### config.mk
export PLATFORM = sky130hd
export DESIGN_NAME = noc_router
export DESIGN_NICKNAME = d
export VERILOG_FILES = /design/src/hdl/noc_pkg.sv /design/src/hdl/route_req_if.sv /design/src/hdl/flit_fifo.sv /design/src/hdl/local_packet_fifo.sv /design/src/hdl/input_port.sv /design/src/hdl/output_arbiter.sv /design/src/hdl/noc_router.sv
export SDC_FILE = /design/constraint.sdc
export NUM_CORES = 1
export LEC_CHECK = 0
export ABC_AREA = 1
export BUFFER_PORTS_ARGS = -buffer_cell sky130_fd_sc_hd__buf_2
export CELL_PAD_IN_SITES_DETAIL_PLACEMENT = 1
export CELL_PAD_IN_SITES_GLOBAL_PLACEMENT = 1
export CORE_ASPECT_RATIO = 0.5
export CORE_MARGIN = 1.5
export CORE_UTILIZATION = 52
export DETAILED_ROUTE_END_ITERATION = 8
export PLACE_DENSITY = 0.82
export SYNTH_ARGS = -nofsm -noshare
export SYNTH_HDL_FRONTEND = slang
export SYNTH_SLANG_ARGS = --single-unit
### constraint.sdc
create_clock -name clk -period 15.35 [get_ports clk]
set_clock_uncertainty 0.1 [all_clocks]
set_input_delay 2.3025 -clock clk [delete_from_list [all_inputs] [get_ports clk]]
set_output_delay 2.3025 -clock clk [all_outputs]
set_load 0.01 [all_outputs]
### src/hdl/noc_pkg.sv
//~~~~~~~~~~~~~~~~~~~~
// packets are always eight 4-bit flits and the head flit carries the XY target
//~~~~~~~~~~~~~~~~~~~~
package noc_pkg;

	localparam int FLIT_W = 4;
	localparam int PACKET_W = 32;
	localparam int FLITS_PER_PACKET = 8;
	localparam int NUM_PORTS = 5;
	localparam int COORD_W = 2;

	// bit order of every request and grant vector
	localparam int PORT_LOCAL = 0;
	localparam int PORT_NORTH = 1;
	localparam int PORT_SOUTH = 2;
	localparam int PORT_EAST = 3;
	localparam int PORT_WEST = 4;

	// one packet word seen either as routing fields or as its flits
	// flit 7 is the head and goes out first
	typedef union packed {
		struct packed {
			logic [COORD_W-1:0] dest_x;
			logic [COORD_W-1:0] dest_y;
			logic [PACKET_W-2*COORD_W-1:0] payload;
		} fields;
		logic [FLITS_PER_PACKET-1:0][FLIT_W-1:0] flits;
	} noc_packet_u;

endpackage

### src/hdl/route_req_if.sv
//~~~~~~~~~~~~~~~~~~~~
// grant is formed outside from the per-output grants bits
//~~~~~~~~~~~~~~~~~~~~
`timescale 1ns/1ns

interface route_req_if;
	import noc_pkg::*;

	logic [NUM_PORTS-1:0] request;	// one-hot wanted output
	logic [FLIT_W-1:0] flit;	// flit at the input FIFO head
	logic tail;			// that flit closes the packet
	logic [NUM_PORTS-1:0] grants;	// one bit from each output arbiter
	logic grant;			// some output takes the flit this cycle

	modport requester (
		output request,
		output flit,
		output tail,
		input grant
	);

	modport arbiter (
		input request,
		input flit,
		input tail,
		output grants
	);

endinterface

### src/hdl/flit_fifo.sv
//~~~~~~~~~~~~~~~~~~~~
// show-ahead FIFO with DEPTH of at least 2; writes while full are dropped
//~~~~~~~~~~~~~~~~~~~~
`timescale 1ns/1ns

module flit_fifo #(
	parameter int DEPTH = 16
) (
	input logic clk,
	input logic reset,
	input logic [noc_pkg::FLIT_W-1:0] data,
	input logic write_en,
	output logic full,
	input logic read,
	output logic [noc_pkg::FLIT_W-1:0] q,
	output logic empty
);
	import noc_pkg::*;

	localparam int PTR_W = $clog2(DEPTH);
	localparam int CNT_W = $clog2(DEPTH + 1);

	logic [FLIT_W-1:0] mem [DEPTH];
	logic [PTR_W-1:0] wr_ptr;
	logic [PTR_W-1:0] rd_ptr;
	logic [CNT_W-1:0] count;
	logic wr_ok;
	logic rd_ok;

	assign full = (count == CNT_W'(DEPTH));
	assign empty = (count == '0);
	assign wr_ok = write_en && !full;
	assign rd_ok = read && !empty;
	assign q = mem[rd_ptr];	// head always visible

	always_ff @(posedge clk)
	begin
		if (reset)
		begin
			wr_ptr <= '0;
			rd_ptr <= '0;
			count <= '0;
		end
		else
		begin
			if (wr_ok)
				wr_ptr <= (wr_ptr == PTR_W'(DEPTH - 1)) ? '0 : wr_ptr + 1'b1;
			if (rd_ok)
				rd_ptr <= (rd_ptr == PTR_W'(DEPTH - 1)) ? '0 : rd_ptr + 1'b1;
			count <= count + CNT_W'(wr_ok) - CNT_W'(rd_ok);
		end
	end

	always_ff @(posedge clk)
	begin
		if (wr_ok)
			mem[wr_ptr] <= data;
	end

endmodule

### src/hdl/local_packet_fifo.sv
//~~~~~~~~~~~~~~~~~~~~
// full counts the word being serialized; flit 7 of each word leaves first
//~~~~~~~~~~~~~~~~~~~~
`timescale 1ns/1ns

module local_packet_fifo #(
	parameter int DEPTH = 4
) (
	input logic clk,
	input logic reset,
	input logic [noc_pkg::PACKET_W-1:0] data,
	input logic write_en,
	output logic full,
	input logic read,
	output logic [noc_pkg::FLIT_W-1:0] q,
	output logic empty,
	output logic last
);
	import noc_pkg::*;

	localparam int PTR_W = (DEPTH > 1) ? $clog2(DEPTH) : 1;
	localparam int CNT_W = $clog2(DEPTH + 1);
	localparam int IDX_W = $clog2(FLITS_PER_PACKET);

	noc_packet_u mem [DEPTH];
	noc_packet_u head;
	logic [PTR_W-1:0] wr_ptr;
	logic [PTR_W-1:0] rd_ptr;
	logic [CNT_W-1:0] count;
	logic [IDX_W-1:0] flit_idx;	// counts down from the head flit
	logic wr_ok;
	logic retire;

	assign full = (count == CNT_W'(DEPTH));
	assign empty = (count == '0);
	assign wr_ok = write_en && !full;
	assign head = mem[rd_ptr];
	assign q = head.flits[flit_idx];
	assign last = (flit_idx == '0);
	assign retire = read && !empty && last;	// word leaves with its last flit

	always_ff @(posedge clk)
	begin
		if (reset)
		begin
			wr_ptr <= '0;
			rd_ptr <= '0;
			count <= '0;
			flit_idx <= IDX_W'(FLITS_PER_PACKET - 1);
		end
		else
		begin
			if (wr_ok)
				wr_ptr <= (wr_ptr == PTR_W'(DEPTH - 1)) ? '0 : wr_ptr + 1'b1;
			if (retire)
				rd_ptr <= (rd_ptr == PTR_W'(DEPTH - 1)) ? '0 : rd_ptr + 1'b1;
			if (read && !empty)
				flit_idx <= flit_idx - 1'b1;	// wraps back to 7 on retire
			count <= count + CNT_W'(wr_ok) - CNT_W'(retire);
		end
	end

	always_ff @(posedge clk)
	begin
		if (wr_ok)
			mem[wr_ptr] <= data;
	end

endmodule

### src/hdl/input_port.sv
//~~~~~~~~~~~~~~~~~~~~
// XY routing for one input; assumes every packet is exactly eight flits
//~~~~~~~~~~~~~~~~~~~~
`timescale 1ns/1ns

module input_port #(
	parameter int X_COORD = 0,
	parameter int Y_COORD = 0
) (
	input logic clk,
	input logic reset,
	input logic [noc_pkg::FLIT_W-1:0] q,
	input logic empty,
	input logic last,
	output logic read,
	route_req_if.requester req
);
	import noc_pkg::*;

	localparam int CNT_W = $clog2(FLITS_PER_PACKET);

	noc_packet_u head_word;
	logic in_packet;	// head has moved and the route is held
	logic [CNT_W-1:0] count;
	logic [NUM_PORTS-1:0] route_comb;
	logic [NUM_PORTS-1:0] route_reg;
	logic [NUM_PORTS-1:0] route;
	logic move;

	// place the head flit where the packet word keeps it to decode the target
	always_comb
	begin
		head_word = '0;
		head_word.flits[FLITS_PER_PACKET-1] = q;
		route_comb = '0;
		if (int'(head_word.fields.dest_x) > X_COORD)
			route_comb[PORT_EAST] = 1'b1;
		else if (int'(head_word.fields.dest_x) < X_COORD)
			route_comb[PORT_WEST] = 1'b1;
		else if (int'(head_word.fields.dest_y) > Y_COORD)
			route_comb[PORT_NORTH] = 1'b1;
		else if (int'(head_word.fields.dest_y) < Y_COORD)
			route_comb[PORT_SOUTH] = 1'b1;
		else
			route_comb[PORT_LOCAL] = 1'b1;
	end

	assign route = in_packet ? route_reg : route_comb;
	assign move = req.grant && !empty;
	assign read = move;

	assign req.request = empty ? '0 : route;
	assign req.flit = q;
	// the local FIFO marks its own last flit and neighbor links tie last low
	assign req.tail = last || (count == CNT_W'(FLITS_PER_PACKET - 1));

	always_ff @(posedge clk)
	begin
		if (reset)
		begin
			in_packet <= 1'b0;
			count <= '0;
		end
		else if (move)
		begin
			in_packet <= !req.tail;
			count <= req.tail ? '0 : count + 1'b1;
		end
	end

	// route captured when the head flit moves
	always_ff @(posedge clk)
	begin
		if (move && !in_packet)
			route_reg <= route_comb;
	end

endmodule

### src/hdl/output_arbiter.sv
//~~~~~~~~~~~~~~~~~~~~
// grant is combinational and held for a whole packet through full stalls
//~~~~~~~~~~~~~~~~~~~~
`timescale 1ns/1ns

module output_arbiter #(
	parameter int PORT_ID = 0
) (
	input logic clk,
	input logic reset,
	route_req_if.arbiter reqs [noc_pkg::NUM_PORTS],
	input logic neighbor_full,
	output logic [noc_pkg::FLIT_W-1:0] out,
	output logic write_req
);
	import noc_pkg::*;

	localparam int SEL_W = $clog2(NUM_PORTS);

	logic [NUM_PORTS-1:0] req_vec;
	logic [NUM_PORTS-1:0] tails;
	logic [FLIT_W-1:0] flits [NUM_PORTS];
	logic [NUM_PORTS-1:0] grant_vec;
	logic locked;
	logic [SEL_W-1:0] owner;
	logic [SEL_W-1:0] ptr;	// highest priority input when unlocked
	logic [SEL_W-1:0] pick;
	logic [SEL_W-1:0] winner;
	logic found;
	logic sel_valid;

	for (genvar i = 0; i < NUM_PORTS; i++)
	begin : g_link
		assign req_vec[i] = reqs[i].request[PORT_ID] && !neighbor_full;
		assign tails[i] = reqs[i].tail;
		assign flits[i] = reqs[i].flit;
		assign reqs[i].grants[PORT_ID] = grant_vec[i];
	end

	// first requester at or after the pointer
	always_comb
	begin
		logic [SEL_W-1:0] idx;
		pick = ptr;
		found = 1'b0;
		for (int k = 0; k < NUM_PORTS; k++)
		begin
			idx = SEL_W'((int'(ptr) + k) % NUM_PORTS);
			if (!found && req_vec[idx])
			begin
				pick = idx;
				found = 1'b1;
			end
		end
	end

	assign winner = locked ? owner : pick;
	assign sel_valid = locked ? req_vec[owner] : found;
	assign grant_vec = sel_valid ? (NUM_PORTS'(1) << winner) : '0;
	assign out = flits[winner];	// the crossbar column for this output
	assign write_req = sel_valid;

	always_ff @(posedge clk)
	begin
		if (reset)
		begin
			locked <= 1'b0;
			owner <= SEL_W'(PORT_LOCAL);
			ptr <= SEL_W'(PORT_LOCAL);
		end
		else if (sel_valid)
		begin
			if (tails[winner])
			begin
				locked <= 1'b0;
				ptr <= (winner == SEL_W'(NUM_PORTS - 1)) ? '0 : winner + 1'b1;
			end
			else
			begin
				locked <= 1'b1;
				owner <= winner;
			end
		end
	end

endmodule

### src/hdl/noc_router.sv
//~~~~~~~~~~~~~~~~~~~~
// single clock router; links use a write strobe and a full level
//~~~~~~~~~~~~~~~~~~~~
`timescale 1ns/1ns

module noc_router #(
	parameter int X_COORD = 1,
	parameter int Y_COORD = 1,
	parameter int FIFO_DEPTH = 16,
	parameter int LOCAL_DEPTH = 4
) (
	input logic clk,
	input logic reset,
	input logic [noc_pkg::PACKET_W-1:0] local_in,
	input logic local_write_en,
	output logic local_full,
	input logic [noc_pkg::FLIT_W-1:0] north_in,
	input logic north_write_en,
	output logic north_full,
	input logic [noc_pkg::FLIT_W-1:0] south_in,
	input logic south_write_en,
	output logic south_full,
	input logic [noc_pkg::FLIT_W-1:0] east_in,
	input logic east_write_en,
	output logic east_full,
	input logic [noc_pkg::FLIT_W-1:0] west_in,
	input logic west_write_en,
	output logic west_full,
	output logic [noc_pkg::FLIT_W-1:0] local_out,
	output logic local_write_req,
	output logic [noc_pkg::FLIT_W-1:0] north_out,
	output logic north_write_req,
	output logic [noc_pkg::FLIT_W-1:0] south_out,
	output logic south_write_req,
	output logic [noc_pkg::FLIT_W-1:0] east_out,
	output logic east_write_req,
	output logic [noc_pkg::FLIT_W-1:0] west_out,
	output logic west_write_req,
	input logic local_neuron_full,
	input logic north_neighbor_full,
	input logic south_neighbor_full,
	input logic east_neighbor_full,
	input logic west_neighbor_full
);
	import noc_pkg::*;

	logic [FLIT_W-1:0] link_in [PORT_NORTH:PORT_WEST];
	logic link_write_en [PORT_NORTH:PORT_WEST];
	logic link_full [PORT_NORTH:PORT_WEST];
	logic [FLIT_W-1:0] head_flit [NUM_PORTS];
	logic [NUM_PORTS-1:0] head_empty;
	logic [NUM_PORTS-1:0] head_read;
	logic [NUM_PORTS-1:0] head_last;
	logic [FLIT_W-1:0] out_flit [NUM_PORTS];
	logic [NUM_PORTS-1:0] out_write_req;
	logic [NUM_PORTS-1:0] dest_full;

	route_req_if req_if [NUM_PORTS] ();

	assign link_in = '{north_in, south_in, east_in, west_in};
	assign link_write_en = '{north_write_en, south_write_en, east_write_en, west_write_en};
	assign north_full = link_full[PORT_NORTH];
	assign south_full = link_full[PORT_SOUTH];
	assign east_full = link_full[PORT_EAST];
	assign west_full = link_full[PORT_WEST];

	// west east south north local
	assign dest_full = {west_neighbor_full, east_neighbor_full, south_neighbor_full,
		north_neighbor_full, local_neuron_full};

	assign local_out = out_flit[PORT_LOCAL];
	assign north_out = out_flit[PORT_NORTH];
	assign south_out = out_flit[PORT_SOUTH];
	assign east_out = out_flit[PORT_EAST];
	assign west_out = out_flit[PORT_WEST];
	assign {west_write_req, east_write_req, south_write_req, north_write_req,
		local_write_req} = out_write_req;

	local_packet_fifo #(.DEPTH(LOCAL_DEPTH)) i_local_fifo (
		.clk(clk),
		.reset(reset),
		.data(local_in),
		.write_en(local_write_en),
		.full(local_full),
		.read(head_read[PORT_LOCAL]),
		.q(head_flit[PORT_LOCAL]),
		.empty(head_empty[PORT_LOCAL]),
		.last(head_last[PORT_LOCAL])
	);

	for (genvar i = PORT_NORTH; i <= PORT_WEST; i++)
	begin : g_link_fifo
		flit_fifo #(.DEPTH(FIFO_DEPTH)) i_flit_fifo (
			.clk(clk),
			.reset(reset),
			.data(link_in[i]),
			.write_en(link_write_en[i]),
			.full(link_full[i]),
			.read(head_read[i]),
			.q(head_flit[i]),
			.empty(head_empty[i])
		);
		assign head_last[i] = 1'b0;	// counted in input_port
	end

	for (genvar i = 0; i < NUM_PORTS; i++)
	begin : g_port
		input_port #(.X_COORD(X_COORD), .Y_COORD(Y_COORD)) i_input_port (
			.clk(clk),
			.reset(reset),
			.q(head_flit[i]),
			.empty(head_empty[i]),
			.last(head_last[i]),
			.read(head_read[i]),
			.req(req_if[i])
		);

		// an input moves when any output grants it
		assign req_if[i].grant = |req_if[i].grants;

		output_arbiter #(.PORT_ID(i)) i_output_arbiter (
			.clk(clk),
			.reset(reset),
			.reqs(req_if),
			.neighbor_full(dest_full[i]),
			.out(out_flit[i]),
			.write_req(out_write_req[i])
		);
	end

endmodule

==> results of run 1 <==
[per-stage QoR]
step           cell area (um^2)   util  hold WS, ps  setup slack, ps  instances
6_report                  35000  0.569          381             6440       4896
5_1_grt                   35000  0.569          398             5760       4896
4_1_cts                   35000  0.569          382             6510       4896
3_5_place_dp              33400  0.543          372             7180       4806
3_3_place_gp              33400  0.543          353             7420       4806
2_1_floorplan             32600      -          343             8420       4005
[worst max-delay path: cells and delay by family (launching register included)]
family / cells / cell delay, ps
adder cells (fa/ha/maj): 3 / 800
flip-flops: 1 / 710
AND/OR/NAND/NOR: 13 / 1530
buffers and inverters: 6 / 1170
XOR/XNOR: 2 / 670
AO/OA/AOI/OAI: 5 / 1020
[worst max-delay path by stage]
stage	depth (start not counted)	from	endpoint
final	29	g_port[2].i_output_arbiter.ptr[0]$_SDFFE_PP0P_	south_out[3]
after global routing	30	g_port[2].i_output_arbiter.ptr[0]$_SDFFE_PP0P_	south_out[1]
after CTS	33	g_port[0].i_output_arbiter.ptr[0]$_SDFFE_PP0P_	local_out[3]
after detailed placement	33	g_port[0].i_output_arbiter.ptr[0]$_SDFFE_PP0P_	local_out[3]
after global placement	33	g_port[0].i_output_arbiter.ptr[0]$_SDFFE_PP0P_	local_out[3]
after floorplan	22	east_neighbor_full	east_out[3]
[logic make-up after synthesis]
logic type      share of synthesized area
simple gates                        0.268
buf+inv                            0.0864
flops                               0.460
compound gates                     0.0935
fa+ha+maj                          0.0754
xor+xnor                           0.0150
mux                               0.00154
[cells in the mapped netlist (5+ instances only)]
library cell  number  share of area
clkinv_1           7        0.00081
clkbuf_1          19         0.0022
edfxtp_1         409           0.38
nor2_2             8         0.0015
o21bai_1           6         0.0014
o22ai_1           11         0.0021
o21ai_2            8         0.0022
o21ai_1           30         0.0046
nor2_1           359          0.041
mux2i_1            5         0.0015
inv_2             32         0.0037
a21oi_1          158          0.024
o211ai_1          63          0.015
fa_1               7         0.0043
nand2_2           33         0.0063
inv_1            499          0.058
ha_1             185          0.071
nand3b_1          20         0.0046
or2_2             14         0.0027
o21ai_0          217          0.033
buf_4             25         0.0058
buf_2             57         0.0088
xor2_1            46          0.012
a31oi_1            7         0.0013
nor3_1            22         0.0034
nand2_1         1032           0.12
nand4_1           43         0.0083
buf_6             20         0.0069
dfxtp_1          135          0.083
nand3_1          447          0.069
nand3_2           12         0.0037
[area by class of cell]
type,instances,area [um^2],area share
Clock inverter,24,289,0.00826
Sequential cell,544,15000,0.428
Multi-Input combinational cell,2797,14800,0.423
Clock buffer,66,1330,0.0380
Timing Repair Buffer,100,528,0.0151
Tap cell,825,1030,0.0295
Inverter,540,2030,0.0581
[metal layers]
| metal | vias up | global-route usage |
|---|---|---|
| met5 | - | 0 |
| met4 | 10 | 0.0947 |
| met3 | 233 | 0.0543 |
| met2 | 760 | 0.502 |
| met1 | 13600 | 0.404 |
| li1 | 13300 | - |
==> flow_metrics.tcl, run 1 <==
set metrics [dict create \
    die_w_um 357 \
    layout_min_cycle_time_ps 8910 \
    synth-seq-cells 544 \
    status "finished, violations left" \
    antenna_cells 0 \
    cts.clk_slew.worst_paths_ps 70 \
    grt_antenna_before_repair 5 \
    die_h_um 180 \
    ff2ff_path_depth 41 \
    r2r_end "g_link_fifo[3].i_flit_fifo.count[4]$_SDFF_PP0_" \
    cts_tree "yes" \
    clock-sinks 544 \
    hp-start "g_port[1].i_input_port.count[1]$_SDFFE_PP0P_" \
    syn_nets 4257 \
    startpoint_type "flop" \
    hold_viol 0 \
    drt-initial-drc-count 2022 \
    final_common_cell "nand2_1" \
    postCtsHoldBufs 0 \
    period_share 0.580 \
    slowest_stage "dfxtp_1" \
    required_ps 12950 \
    fp-row-count 64 \
    worst_path_most_repeated_cell "nand2_1" \
    pin_count 90 \
    dieArea_um2 64200 \
    max_stage_delay_ps 710 \
    cts_buffer_depth 3 \
    cts_made_buffers 50 \
    antenna_left 0 \
    violations "DRC" \
    critPathKind "flop to output port" \
    port_buffers 89 \
    wl_met3_mm 5.96 \
    netlist_area_um2 32600 \
    dr_total_vias 27900 \
    overflow 0 \
    max_freq_mhz 112 \
    postCtsResizedCells 0 \
    r2r_slack_ps 7260 \
    postCtsSetupRepairBufs 0 \
    ys_types 63 \
    worst_pin_slew_ps 1130 \
    worstSkewPairLatency_ps 630 \
    dr.pass1.iters 8 \
    wire_per_inst_um 19.9 \
    dr.max_layer_used "met5" \
    max_slew_margin 0.246 \
    drcViolationCount 1 \
    ys_async_sr_fraction 0 \
    cts.htree.levels 2 \
    synth_edf_count 409 \
    grt_max_degree 66 \
    area.growth.synth_to_final_pct 7.46 \
    avgViaCountPerCell 5.69 \
    r2r-start "g_port[2].i_output_arbiter.ptr[0]$_SDFFE_PP0P_" \
    worst-path-max-fanout 16 \
    drive_gt1_frac 0.0784 \
    totalWireLength_mm 97.6 \
    gp_congestion 0.910 \
    grt_pass1_wl_mm 155 \
    ys_seq_area_frac 0.460 \
    hold_class "flop to flop" \
    yosysWarnings 0 \
    met1_length_mm 43.1 \
    cp_data_arrival_time_ps 6510 \
    track_usage 0.303 \
    min_delay_path_depth 2 \
    clockRootBuffer "clkbuf_16" \
    rsz0062_at_grt "false" \
    fin_tns_setup_ps 0 \
    grt_pass1_vias 28800 \
    synth_cells 4005 \
    whs_endpoint "g_port[1].i_input_port.count[1]$_SDFFE_PP0P_" \
    start_util 0.530 \
    synth.avg_cell_area_um2 8.13 \
    setup_viol 0 \
    coreArea_um2 61500 \
    dp_hpwl_mm 68.9 \
    layout_common_cells "nand2_1 (1032), inv_1 (498), nand3_1 (447)" \
    cap_violations 0 \
    dr_wl_met2_mm 45.4 \
    synth_flop_cell "edfxtp_1" \
    end_kind "output port" \
    slew_viol_final 0 \
    fillers 7501 \
    final_nets 4285 \
    largest_register_ffs 256 \
]
Power of run 1 is not shown: default switching activity piles up to over one toggle a cycle in this logic, so the estimate is an artifact.
==> inputs of run 2 (changes only) <==
--- a/config.mk
+++ b/config.mk
@@ -11,9 +11,9 @@
 export CELL_PAD_IN_SITES_GLOBAL_PLACEMENT = 1
 export CORE_ASPECT_RATIO = 0.5
 export CORE_MARGIN = 1.5
-export CORE_UTILIZATION = 52
+export CORE_UTILIZATION = 48
 export DETAILED_ROUTE_END_ITERATION = 8
-export PLACE_DENSITY = 0.82
+export PLACE_DENSITY = 0.76
 export SYNTH_ARGS = -nofsm -noshare
 export SYNTH_HDL_FRONTEND = slang
 export SYNTH_SLANG_ARGS = --single-unit
==> constraint.sdc (replaced) <==
create_clock -name clk -period 9.23 [get_ports clk]
set_clock_uncertainty 0.1 [all_clocks]
set_input_delay 1.3845 -clock clk [delete_from_list [all_inputs] [get_ports clk]]
set_output_delay 1.3845 -clock clk [all_outputs]
set_load 0.01 [all_outputs]
==> run 2 against run 1 <==
  * The flow now finishes without violations
  * Routed wire length shrank 3.0%
  * Utilization shrank 4.4 points
  * Non-clock buffer count is the same
  * Critical path type unchanged
  * Largest cell class unchanged
==> flow_metrics.tcl, run 2 (same netlist as run 1, synthesis figures left out) <==
set metrics [dict create \
    final_common_cell "nand2_1" \
    clock-sinks 544 \
    fin_tns_setup_ps 0 \
    dr_total_vias 27400 \
    grt.busiest_layer "met2" \
    cts.clk_slew.worst_paths_ps 70 \
    dr.pass1.iters 5 \
    cts_buffer_depth 3 \
    avgViaCountPerCell 5.51 \
    slew_viol_final 0 \
    cts_made_buffers 51 \
    critPathKind "flop to output port" \
    cts.htree.levels 2 \
    cap_violations 0 \
    r2r-start "g_port[2].i_output_arbiter.ptr[0]$_SDFFE_PP0P_" \
    final_nets 4286 \
    required_ps 7750 \
    cts_tree "yes" \
    grt_use_met2 0.463 \
    met3_usage 0.0356 \
    wire_per_inst_um 19.0 \
    period_share 0.862 \
    max_slew_margin 0.229 \
    largest_register_ffs 256 \
    clockRootBuffer "clkbuf_16" \
    start_util 0.486 \
    worst_pin_slew_ps 1160 \
    die_w_um 371 \
    area.growth.synth_to_final_pct 8.12 \
    status "finished clean" \
    end_kind "output port" \
    slowest_stage "dfxtp_1" \
    hold_class "flop to flop" \
    fp-row-count 67 \
    totalWireLength_mm 94.7 \
    drt-initial-drc-count 1834 \
    antenna_left 0 \
    drive_gt1_frac 0.0812 \
    grt_max_degree 65 \
    final_cells 4975 \
    worstSkewPairLatency_ps 640 \
    die_h_um 187 \
    grt_pass1_wl_mm 151 \
    overflow 0 \
    dp.cells 4878 \
    holdWs_ps 376 \
    postCtsHoldBufs 0 \
    min_delay_path_depth 2 \
    rsz0062_at_grt "false" \
    hp-start "g_port[2].i_input_port.count[1]$_SDFFE_PP0P_" \
    startpoint_type "flop" \
    whs_endpoint "g_port[2].i_input_port.count[1]$_SDFFE_PP0P_" \
    layout_min_cycle_time_ps 7960 \
    layout_common_cells "nand2_1 (1032), inv_1 (498), nand3_1 (447)" \
    postCtsResizedCells 0 \
    postCtsSetupRepairBufs 0 \
    grt_pass1_vias 28100 \
    dp_hpwl_mm 68.1 \
    grt_antenna_before_repair 7 \
    grtUsageMet1 0.365 \
    pin_count 90 \
    coreArea_um2 67100 \
    gp_congestion 0.909 \
    setup_viol 0 \
    worst-path-max-fanout 17 \
    hold_viol 0 \
    startpoint "g_port[4].i_output_arbiter.ptr[0]$_SDFFE_PP0P_" \
    max_freq_mhz 126 \
    drcViolationCount 0 \
    ff2ff_path_depth 43 \
    worst_path_most_repeated_cell "nand2_1" \
    r2r_end "g_link_fifo[3].i_flit_fifo.count[4]$_SDFF_PP0_" \
    port_buffers 89 \
    max_stage_delay_ps 690 \
    dieArea_um2 69500 \
    track_usage 0.271 \
    r2r_slack_ps 1360 \
    cp_data_arrival_time_ps 6470 \
]
run 2: routing by layer:
layer	routed length (um)	vias up	share of wire
met4	2190	8	0.023
li1	-	13300	-
met5	48	-	0.00051
met3	4190	147	0.044
met2	45400	516	0.48
met1	42900	13400	0.45
run 2: final cells by class:
class | instances | area, um^2
Fill cell | 8177 | 31900
Antenna cell | 2 | 5.00
Timing Repair Buffer | 100 | 528
Clock inverter | 34 | 384
Tap cell | 897 | 1120
Clock buffer | 61 | 1350
Multi-Input combinational cell | 2797 | 14800
Inverter | 540 | 2030
Sequential cell | 544 | 15000
run 2: worst max path at each step:
stage                                                endpoint  slack (ps)
2_1_floorplan  g_link_fifo[3].i_flit_fifo.count[4]$_SDFF_PP0_        2920
3_3_place_gp   g_link_fifo[3].i_flit_fifo.count[4]$_SDFF_PP0_        1870
3_5_place_dp   g_link_fifo[3].i_flit_fifo.count[4]$_SDFF_PP0_        1340
4_1_cts                                           west_out[1]        1240
5_1_grt        g_link_fifo[3].i_flit_fifo.count[4]$_SDFF_PP0_         450
6_report                                          west_out[1]        1270
run 2: critical path, delay by kind of cell (launching register included):
kind                     cells  cell delay [ps]
buffers and inverters        9             1380
adder cells (fa/ha/maj)      4             1020
flip-flops                   1              690
AO/OA/AOI/OAI                7             1120
AND/OR/NAND/NOR             13             1350
XOR/XNOR                     1              260
run 2: metrics by stage:
stage	area, um^2	utilization	worst slack [ps]
CTS	35200	0.525	1240
finish	35200	0.525	1270
global placement	33500	0.499	1870
floorplan	32600	-	2920
global route	35200	0.525	451
detailed placement	33500	0.499	1340
Power of run 2 is left out for the same reason.
